--- src/hw/hsdBoard_config.svh ---
`ifndef HSD_BOARD_CONFIG_SVH
`define HSD_BOARD_CONFIG_SVH

////////////////////////////////////////////////////////////
// Identification

// Word returned at the build-date register
`define HSD_BUILD_DATE 32'hC0DE51A5

////////////////////////////////////////////////////////////
// Timekeeping and trigger sizing

// Scaled down for simulation
`define HSD_TICKS_PER_US 5
`define HSD_US_PER_SECOND 50

`define HSD_TRIGGER_COUNT 8
`define HSD_SOFT_STRETCH 8
`define HSD_STRETCH_BITS 4

`endif

--- src/hw/hsdPkg.sv ---
`include "hsdBoard_config.svh"

package hsdPkg;

    ////////////////////////////////////////////////////////////
    // Register bus

    typedef logic [31:0] csrWord;

    // Index 7 is left unmapped
    typedef enum logic [2:0] {
        RegBuildDate    = 3'd0,
        RegMicroseconds = 3'd1,
        RegSeconds      = 3'd2,
        RegUserStatus   = 3'd3,
        RegInterlock    = 3'd4,
        RegSpiMux       = 3'd5,
        RegSoftTrigger  = 3'd6
    } regIndex;

    localparam int RegCount = 7;

    // One write strobe per mapped register
    typedef logic [RegCount-1:0] regStrobes;

    ////////////////////////////////////////////////////////////
    // Trigger strobes

    // Software trigger in bit 0, event triggers above it
    localparam int SoftTrigBit  = 0;
    localparam int EventTrigLsb = 1;

    typedef logic [`HSD_TRIGGER_COUNT:0] trigStrobes;

endpackage

--- src/hw/csrBus.sv ---
`timescale 1ns/1ps
`include "hsdBoard_config.svh"

module csrBus import hsdPkg::*; (
    input  logic      sysClk,
    input  logic      rstN,
    input  logic      csrWrite,
    input  regIndex   csrAddr,
    input  csrWord    csrWData,
    input  csrWord    usecWord,
    input  csrWord    secWord,
    input  csrWord    userWord,
    input  csrWord    interlockWord,
    input  csrWord    spiMuxWord,
    output regStrobes wrStrobes,
    output csrWord    csrRData
);

    localparam csrWord UnmappedWord = 32'hDEADBEEF;

    ////////////////////////////////////////////////////////////
    // Write decode

    // One strobe for the addressed register, none for index 7
    always_comb begin
        wrStrobes = '0;
        if (csrWrite && (csrAddr < RegCount)) begin
            wrStrobes[csrAddr] = 1'b1;
        end
    end

    ////////////////////////////////////////////////////////////
    // Readback

    // Registered mux, data follows the address by one cycle
    always_ff @(posedge sysClk) begin
        if (!rstN) begin
            csrRData <= '0;
        end else begin
            case (csrAddr)
                RegBuildDate: begin
                    csrRData <= `HSD_BUILD_DATE;
                end
                RegMicroseconds: begin
                    csrRData <= usecWord;
                end
                RegSeconds: begin
                    csrRData <= secWord;
                end
                RegUserStatus: begin
                    csrRData <= userWord;
                end
                RegInterlock: begin
                    csrRData <= interlockWord;
                end
                RegSpiMux: begin
                    csrRData <= spiMuxWord;
                end
                // Soft trigger is write-only
                RegSoftTrigger: begin
                    csrRData <= '0;
                end
                default: begin
                    csrRData <= UnmappedWord;
                end
            endcase
        end
    end

    strobeOneHot: assert property (@(posedge sysClk) disable iff (!rstN)
        $onehot0(wrStrobes))
        else $error("csrBus: more than one write strobe active");

endmodule

--- src/hw/uptimeCounters.sv ---
`timescale 1ns/1ps
`include "hsdBoard_config.svh"

module uptimeCounters import hsdPkg::*; (
    input  logic   sysClk,
    input  logic   rstN,
    output csrWord usecWord,
    output csrWord secWord
);

    localparam int TickBits = $clog2(`HSD_TICKS_PER_US);
    localparam int UsecBits = $clog2(`HSD_US_PER_SECOND);

    logic [TickBits-1:0] tickCount;
    logic [UsecBits-1:0] usecInSecond;
    logic                usecTick;

    ////////////////////////////////////////////////////////////
    // Microsecond prescaler

    assign usecTick = (tickCount == TickBits'(`HSD_TICKS_PER_US - 1));

    always_ff @(posedge sysClk) begin
        if (!rstN) begin
            tickCount <= '0;
        end else if (usecTick) begin
            tickCount <= '0;
        end else begin
            tickCount <= tickCount + 1'b1;
        end
    end

    ////////////////////////////////////////////////////////////
    // Uptime counters

    always_ff @(posedge sysClk) begin
        if (!rstN) begin
            usecWord     <= '0;
            secWord      <= '0;
            usecInSecond <= '0;
        end else if (usecTick) begin
            usecWord <= usecWord + 1'b1;
            // Roll into the next second
            if (usecInSecond == UsecBits'(`HSD_US_PER_SECOND - 1)) begin
                usecInSecond <= '0;
                secWord      <= secWord + 1'b1;
            end else begin
                usecInSecond <= usecInSecond + 1'b1;
            end
        end
    end

    secondsFollowUsec: assert property (@(posedge sysClk) disable iff (!rstN)
        (secWord != $past(secWord)) |-> (usecWord != $past(usecWord)))
        else $error("uptimeCounters: seconds moved without a microsecond tick");

endmodule

--- src/hw/triggerConditioner.sv ---
`timescale 1ns/1ps
`include "hsdBoard_config.svh"

module triggerConditioner import hsdPkg::*; (
    input  logic                          sysClk,
    input  logic                          rstN,
    input  logic                          softStrobe,
    input  logic [`HSD_TRIGGER_COUNT-1:0] eventTriggers,
    output logic [`HSD_TRIGGER_COUNT-1:0] syncTriggers,
    output hsdPkg::trigStrobes            trigStrobes
);

    localparam logic [`HSD_STRETCH_BITS-1:0] StretchLoad = `HSD_SOFT_STRETCH;

    logic [`HSD_TRIGGER_COUNT-1:0] eventMeta;
    logic [`HSD_STRETCH_BITS-1:0]  stretchCount;
    logic                          softLevel;
    logic [`HSD_TRIGGER_COUNT:0]   levelNow;
    logic [`HSD_TRIGGER_COUNT:0]   levelDelayed;

    ////////////////////////////////////////////////////////////
    // Event trigger synchronizer

    always_ff @(posedge sysClk) begin
        if (!rstN) begin
            eventMeta    <= '0;
            syncTriggers <= '0;
        end else begin
            eventMeta    <= eventTriggers;
            syncTriggers <= eventMeta;
        end
    end

    ////////////////////////////////////////////////////////////
    // Software trigger stretch

    // A new write reloads the count, so a repeat only extends the level
    always_ff @(posedge sysClk) begin
        if (!rstN) begin
            stretchCount <= '0;
        end else if (softStrobe) begin
            stretchCount <= StretchLoad;
        end else if (stretchCount != '0) begin
            stretchCount <= stretchCount - 1'b1;
        end
    end

    assign softLevel = (stretchCount != '0);

    ////////////////////////////////////////////////////////////
    // Rising edge strobes

    always_comb begin
        levelNow = '0;
        levelNow[SoftTrigBit] = softLevel;
        levelNow[EventTrigLsb +: `HSD_TRIGGER_COUNT] = syncTriggers;
    end

    always_ff @(posedge sysClk) begin
        if (!rstN) begin
            levelDelayed <= '0;
            trigStrobes  <= '0;
        end else begin
            levelDelayed <= levelNow;
            trigStrobes  <= levelNow & ~levelDelayed;
        end
    end

    singleCycleStrobe: assert property (@(posedge sysClk) disable iff (!rstN)
        (trigStrobes & $past(trigStrobes)) == '0)
        else $error("triggerConditioner: strobe held for two cycles");

endmodule

--- src/hw/panelControls.sv ---
`timescale 1ns/1ps
`include "hsdBoard_config.svh"

module panelControls import hsdPkg::*; (
    input  logic                          sysClk,
    input  logic                          rstN,
    input  logic                          interlockStrobe,
    input  logic                          spiMuxStrobe,
    input  csrWord                        csrWData,
    input  logic                          switchWest,
    input  logic                          switchEast,
    input  logic                          switchNorth,
    input  logic [7:0]                    dipSwitch,
    input  logic [`HSD_TRIGGER_COUNT-1:0] syncTriggers,
    input  logic [1:0]                    secLow,
    output logic                          interlockRelayControl,
    output logic                          spiMuxSel0,
    output logic                          spiMuxSel1,
    output logic [7:0]                    leds,
    output csrWord                        userWord,
    output csrWord                        interlockWord,
    output csrWord                        spiMuxWord
);

    // No relay feedback on this board, status is fixed
    localparam logic RelayClosed = 1'b1;
    localparam logic RelayOpen   = 1'b0;

    logic [10:0] switchMeta;
    logic [10:0] switchSync;
    logic        recoverySwitch;
    logic        displaySwitch;
    logic        resetButton;

    ////////////////////////////////////////////////////////////
    // Switch synchronizers

    always_ff @(posedge sysClk) begin
        if (!rstN) begin
            switchMeta <= '0;
            switchSync <= '0;
        end else begin
            switchMeta <= {switchNorth, switchEast, switchWest, dipSwitch};
            switchSync <= switchMeta;
        end
    end

    assign recoverySwitch = switchSync[8];
    assign displaySwitch  = switchSync[9];
    assign resetButton    = switchSync[10];

    ////////////////////////////////////////////////////////////
    // Relay and clock-chip SPI mux

    always_ff @(posedge sysClk) begin
        if (!rstN) begin
            interlockRelayControl <= 1'b0;
            spiMuxSel0            <= 1'b0;
            spiMuxSel1            <= 1'b0;
        end else begin
            if (interlockStrobe) begin
                interlockRelayControl <= csrWData[0];
            end
            if (spiMuxStrobe) begin
                spiMuxSel0 <= csrWData[0];
                spiMuxSel1 <= csrWData[1];
            end
        end
    end

    // Status words
    assign userWord = {recoverySwitch, displaySwitch, 6'b0, syncTriggers, 8'b0,
                       switchSync[7:0]};
    assign interlockWord = {28'b0, RelayClosed, RelayOpen, 1'b0, resetButton};
    assign spiMuxWord    = {30'b0, spiMuxSel1, spiMuxSel0};

    assign leds = {resetButton, RelayOpen, RelayClosed, interlockRelayControl,
                   secLow, syncTriggers[1:0]};

endmodule

--- src/hw/hsdTop.sv ---
`timescale 1ns/1ps
`include "hsdBoard_config.svh"

module hsdTop import hsdPkg::*; (
    input  logic                          sysClk,
    input  logic                          rstN,
    input  logic                          csrWrite,
    input  regIndex                       csrAddr,
    input  csrWord                        csrWData,
    input  logic [`HSD_TRIGGER_COUNT-1:0] eventTriggers,
    input  logic                          switchWest,
    input  logic                          switchEast,
    input  logic                          switchNorth,
    input  logic [7:0]                    dipSwitch,
    output csrWord                        csrRData,
    output trigStrobes                    triggerStrobes,
    output logic                          interlockRelayControl,
    output logic                          spiMuxSel0,
    output logic                          spiMuxSel1,
    output logic [7:0]                    leds
);

    csrWord                        usecWord;
    csrWord                        secWord;
    csrWord                        userWord;
    csrWord                        interlockWord;
    csrWord                        spiMuxWord;
    regStrobes                     wrStrobes;
    logic [`HSD_TRIGGER_COUNT-1:0] syncTriggers;

    ////////////////////////////////////////////////////////////
    // Register bus and peers

    csrBus csrBus0 (
        .sysClk(sysClk), .rstN(rstN), .csrWrite(csrWrite), .csrAddr(csrAddr),
        .csrWData(csrWData), .usecWord(usecWord), .secWord(secWord),
        .userWord(userWord), .interlockWord(interlockWord),
        .spiMuxWord(spiMuxWord), .wrStrobes(wrStrobes), .csrRData(csrRData));

    uptimeCounters uptime0 (
        .sysClk(sysClk), .rstN(rstN), .usecWord(usecWord), .secWord(secWord));

    triggerConditioner trigger0 (
        .sysClk(sysClk), .rstN(rstN), .softStrobe(wrStrobes[RegSoftTrigger]),
        .eventTriggers(eventTriggers), .syncTriggers(syncTriggers),
        .trigStrobes(triggerStrobes));

    panelControls panel0 (
        .sysClk(sysClk), .rstN(rstN),
        .interlockStrobe(wrStrobes[RegInterlock]),
        .spiMuxStrobe(wrStrobes[RegSpiMux]), .csrWData(csrWData),
        .switchWest(switchWest), .switchEast(switchEast),
        .switchNorth(switchNorth), .dipSwitch(dipSwitch),
        .syncTriggers(syncTriggers), .secLow(secWord[1:0]),
        .interlockRelayControl(interlockRelayControl), .spiMuxSel0(spiMuxSel0),
        .spiMuxSel1(spiMuxSel1), .leds(leds), .userWord(userWord),
        .interlockWord(interlockWord), .spiMuxWord(spiMuxWord));

endmodule

--- config.mk ---
export PLATFORM = sky130hd
export DESIGN_NAME = hsdTop
export DESIGN_NICKNAME = d
export VERILOG_FILES = /design/src/hw/hsdPkg.sv /design/src/hw/csrBus.sv /design/src/hw/uptimeCounters.sv /design/src/hw/triggerConditioner.sv /design/src/hw/panelControls.sv /design/src/hw/hsdTop.sv
export VERILOG_INCLUDE_DIRS = /design/src /design/src/hw
export SDC_FILE = /design/constraint.sdc
export NUM_CORES = 1
export LEC_CHECK = 0
export BUFFER_PORTS_ARGS = -buffer_cell sky130_fd_sc_hd__buf_2
export CAP_MARGIN = 5
export CORE_MARGIN = 3
export CORE_UTILIZATION = 40
export DETAILED_ROUTE_END_ITERATION = 12
export HOLD_SLACK_MARGIN = 0.05
export PLACE_DENSITY_LB_ADDON = 0.05
export SLEW_MARGIN = 15
export SYNTH_ARGS = -nofsm -noshare
export SYNTH_HDL_FRONTEND = slang
export SYNTH_SLANG_ARGS = --single-unit
--- constraint.sdc ---
create_clock -name sysClk -period 3.93 [get_ports sysClk]
set_clock_uncertainty 0.05 [all_clocks]
set_input_delay 0.1965 -clock sysClk [delete_from_list [all_inputs] [get_ports sysClk]]
set_output_delay 0.1965 -clock sysClk [all_outputs]
set_load 0.05 [all_outputs]
Word level (Yosys, flattened, before mapping). Index checks and enable logic that the tools add are counted.

Register bits after elaboration: 168. Input bits: 57. Output and inout bits: 52. Logic and storage cells: 50.

Add/subtract/negate cells: 5. $lt $le $gt $ge: 3. Equal/unequal tests: 8. Muxes and demuxes: 7. Bitwise operators: 3. Reductions and logical operators: 8.

Operator list (count): 32-bit one-hot mux with 7 select lines (1); 32-bit by 1-bit adder with 32-bit output, second input constant (2); 3-bit == test, second input constant (4); 9-bit AND (1); 9-bit NOT (1); 4-bit two-way mux (2); 7-bit two-way mux (1); 6-bit by 1-bit adder with 6-bit output, second input constant (1); 3-bit by 2-bit == test with 1-bit output, second input constant (2); 6-bit == test, second input constant (1); 6-bit two-way mux (1); 3-bit by 4-bit < comparator with 1-bit output, second input constant (1); 4-bit nonzero test (1); 2-bit OR reduction (2); 4-bit by 1-bit subtractor with 4-bit output, second input constant (1); 3-bit by 1-bit adder with 3-bit output, second input constant (1); 1-bit demux with 3-bit select (1); 3-bit by 1-bit == test with 1-bit output, second input constant (1); 3-bit by 1-bit greater-or-equal comparator with 1-bit output, second input constant (1); 3-bit zero test (1); 3-bit < comparator, second input constant (1); 1-bit logical AND (2); 2-bit AND reduction (1); 2-bit nonzero test (1); other kinds (2) (2).

Logic depth before layout (Yosys ltp).
Depth after elaboration: 6. Mapped depth: 8. Depth with buffers taken out: 6.

Hierarchy. A second synthesis with hierarchy kept.

Cells, all modules: 955. Area total of the unflattened synthesis: 8411.8 um2.

By module, submodules not included: uptimeCounters (times used 1, cells each 408, area each 3540.9 um2, sequential area each 1461.4 um2); csrBus (times used 1, cells each 307, area each 2338.5 um2, sequential area each 640.6 um2); panelControls (times used 1, cells each 150, area each 1415.1 um2, sequential area each 500.5 um2); triggerConditioner (times used 1, cells each 90, area each 1117.3 um2, sequential area each 760.7 um2).

Least setup slack after synthesis. OpenSTA, ideal clock, no wires.

Path type: register to register. Start point: reg uptime0.tickCount[0]. End point: reg uptime0.usecWord[13]. Setup time: 70 ps. Data arrival time: 1847 ps. Required time: 3810 ps. Slack: 1963 ps. Cell stages (with the launch flop): 7. Path buffers: 0. Clock period less this slack: 1967 ps. Cells stage by stage: dfxtp_1 -> inv_1 -> ha_1 -> nand3_1 -> or3_1 -> or4b_2 -> a21oi_1.

Cells in the longest elaborated chain, start to end: 1.

RTL lines: start, declared (line uptimeCounters.sv:14) `logic [TickBits-1:0] tickCount;`; start signal, assigned (line uptimeCounters.sv:29) `tickCount <= tickCount + 1'b1;`; 3-bit == test (line uptimeCounters.sv:21) `` assign usecTick = (tickCount == TickBits'(`HSD_TICKS_PER_US - 1)); ``; end signal, assigned (line uptimeCounters.sv:42) `usecWord <= usecWord + 1'b1;`; end, declared (line uptimeCounters.sv:7) `output csrWord usecWord,`.

No other way between the ends. A chain may end at the register's enable or synchronous reset.

Final worst setup path. Same ends and word-level chain as after synthesis.

==> results.txt <==
The routed length per instance is 16.47 um. Quantity of hold-fixing buffers added after cts: 21. The kind of end point of the critical path was a flip-flop.

In this run the tool buffered the top-level ports with 76 buffer cells. Routability-driven placement finished with a final weighted congestion of 0.8097. Once the floorplan was initialized, standard cells occupied 41.13% of the core. The number of optimization iterations in the first detailed-route pass is 5. The number of setup violations in the final report came out at 0. The commonest register cell after synthesis was dfxtp_1. The post-route total power is 3.939 mW, and the fraction of final layout cells with drive strength greater than 1 is 14.80%. The pin slew with the least headroom to its limit is 0.9144 ns. Post-CTS timing repair inserted 0 buffers for setup.

Global routing used 19.10% of the available tracks across all layers. Counting every instance in the synthesized netlist gives 750. The number of nets handed over by synthesis was 815.

After synthesis, flip-flops and latches occupy 49.13% of the total area. The first routing iteration left 448 violations. In this run the static leakage power is 3.117 nW. The latest clock arrival within the worst-skew pair was 0.43 ns; the proportion of netlist area held by the largest area contributor was 49.13%. Number of antenna violations at the first check in global routing: 0. The worst setup path is launched from a flip-flop. The vertical die dimension was 136.8 um. The most frequent standard cell in the layout excluding fill and tap cells is dfxtp_1.

The CTS sink count was 168. For the number of warnings issued by yosys, the log shows 0. The number of fill cells is 1558. The clock-pin slew reported for the worst setup and hold paths after clock tree synthesis was 0.07 ns; the final wirelength was 17310 um. After layout, the worst path uses 65.43% of the clock period. For the half-perimeter wire length of the detailed placement result, the log shows 11880 um. The number of rows in the core area is 47, and the net count of the finished layout is 883. Routed length on met3: 863 um. Setup repair after global routing left no endpoint under its margin. VDD sags by at most 302.5 uV. In the post-synthesis netlist, the biggest area contributors are dfxtp_1, a21oi_1, and2_1.

The path class of the tightest hold or removal check is input port to flip-flop. The maximum achievable frequency is 0.3889 GHz. The count of pins over their slew limit is 0, and the met1 layer wirelength in the final routing is 8152 um. In this run the remaining antenna-violating nets after routing total 0. The placeable core region is 16640 um2. Area of the die: 18720 um2. The biggest area contributor in the post-synthesis netlist is dfxtp_1. The area of the multi-input gates is 3157 um2, and the post-layout minimum cycle time is 2.571 ns. TritonCTS built the clock tree. Number of global-route vias before repair: 5235. Headroom to the max-slew limit came out at 38.87%. Critical setup path kind: flip-flop to flip-flop. From synthesis to final layout, the design area changed by 19.10%. Summed instance area of the synthesized netlist: 6845 um2. Largest buffer count on any clock path: 2.

The tools report the final global-route overflow total as 0. Power spread over the standard cell area amounts to 483.1 nW/um2. Number of max-capacitance violations reported: 0. The H-tree was split into 4 levels. Pin placement for this block handled 109 I/O pins. In the final layout, flip-flops and latches occupy 3363 um2. The run finished with clean final reports. Number of vias in the routed layout: 5681.

Dividing the detail-routed via count by the number of cells gives 5.405. The required time reported for the critical path endpoint came out at 4.25 ns. In this run, synthesis inferred 0 flip-flops with an integrated enable. The count of cells resized by post-cts repair came out at 0. In the layout the commonest cells are dfxtp_1, buf_2, a21oi_1, nor2_1, and2_1. The horizontal extent of the die was 136.8 um. The arrival time reported for the critical path endpoint is 2.89 ns, and the post-detailed-route DRC marker count is 0. For this run, asynchronously set or reset flops after synthesis account for 0%.

The number of antenna diodes in the final layout is 0. The highest routed metal layer was met4. Setup TNS: 0 ns. The synthesized netlist contains 48 unique library cells. The run gives 0 as the hold violation total from the final report.

Each instance of the synthesized netlist takes up on average 9.127 um2. In this run the worst path has a maximum fanout of 21. The wire length of the first global-routing pass was 27830 um. The library cell used as clock root buffer is clkbuf_16.

The largest net degree at the start of global routing was 69. The synthesized flop and latch total was 168; the total clock buffers created by CTS was 17. Detailed routing placed a total of 8022 um of wire on met2.
## area by class of cell
class                      instances  area share, %
clock buffer                      19          5.556
clock inverter                    13          2.241
sequential                       168          41.25
tap                              220          3.376
timing repair buffer             103          7.796
multi-input combinational        505          38.72
inverter                          23          1.059
## power by group
group	internal, mW	leakage (nW)	switching, mW
registers	1.77	1.37	0.0274
clock network	1.05	0.313	0.731
logic	0.129	1.44	0.229
## cell families (layout without fill, tap and decap cells)
logic type | count (synthesis) | in the layout | share of synthesized area [%]
other | 2 | 2 | 0.1097
AND/OR/NAND/NOR | 297 | 297 | 24.33
multiplexers | 18 | 18 | 2.669
flip-flops | 168 | 168 | 49.13
XOR/XNOR | 20 | 20 | 2.559
AO/OA/AOI/OAI | 160 | 160 | 14.99
buffers and inverters | 77 | 158 | 4.752
adder cells (fa/ha/maj) | 8 | 8 | 1.462
## path summary, 6_finish.rpt
path	startpoint	to	slack, ns	depth (start not counted)
worst max-delay path	uptime0.tickCount[0]	uptime0.usecWord[13]	1.36	6
worst min-delay path	csrWrite	trigger0.stretchCount[3]	0.12	3
worst max register to register	uptime0.tickCount[0]	uptime0.usecWord[13]	1.36	6
worst min register to register	trigger0.levelDelayed[8]	trigger0.trigStrobes[8]	0.33	1
## critical path, stage by stage, from the launching register on
cell and delay, ns:
dfxtp_1 0.33, inv_1 0.06, ha_1 0.24, nand3_1 0.24
or3_1 0.73, or4b_2 0.71, a21oi_1 0.15
## cell usage after synthesis, drive strengths merged, types with 15 or more instances
cell,number
a21oi,63
a22oi,15
and2,50
clkbuf,41
dfxtp,168
inv,23
mux2i,16
nand2,45
nand3,24
nand4,21
nor2,51
o21ai,19
o31ai,26
or3,15
or4,27
## metrics by stage
| stage | util [%] | setup WS, ns | area [um2] | cells | hold WS (ns) |
|---|---|---|---|---|---|
| after global placement | 43.91 | 1.389 | 7307 | 998 | 0.3215 |
| after floorplan | - | 1.963 | 6845 | 750 | 0.2738 |
| after global routing | 48.99 | 1.195 | 8153 | 1051 | 0.1328 |
| after CTS | 48.99 | 1.333 | 8153 | 1051 | 0.1114 |
| final | 48.99 | 1.359 | 8153 | 1051 | 0.1195 |
| after detailed placement | 43.91 | 1.351 | 7307 | 998 | 0.3219 |
## flip-flops by register name (all words and copies together) (netlist names), 8 cells and up
name,cells
csrBus0.csrRData,32
uptime0.secWord,32
uptime0.usecWord,32
panel0.switchMeta,11
panel0.switchSync,11
trigger0.levelDelayed,9
trigger0.trigStrobes,9
trigger0.eventMeta,8
trigger0.syncTriggers,8
## layer usage
layer | global-route usage, % | vias up
li1 | - | 2807
met1 | 26.40 | 2712
met2 | 29.85 | 144
met3 | 4.265 | 18
met4 | 5.931 | 0
met5 | 0 | -
No activity file was read; power rests on OpenSTA's default activity.
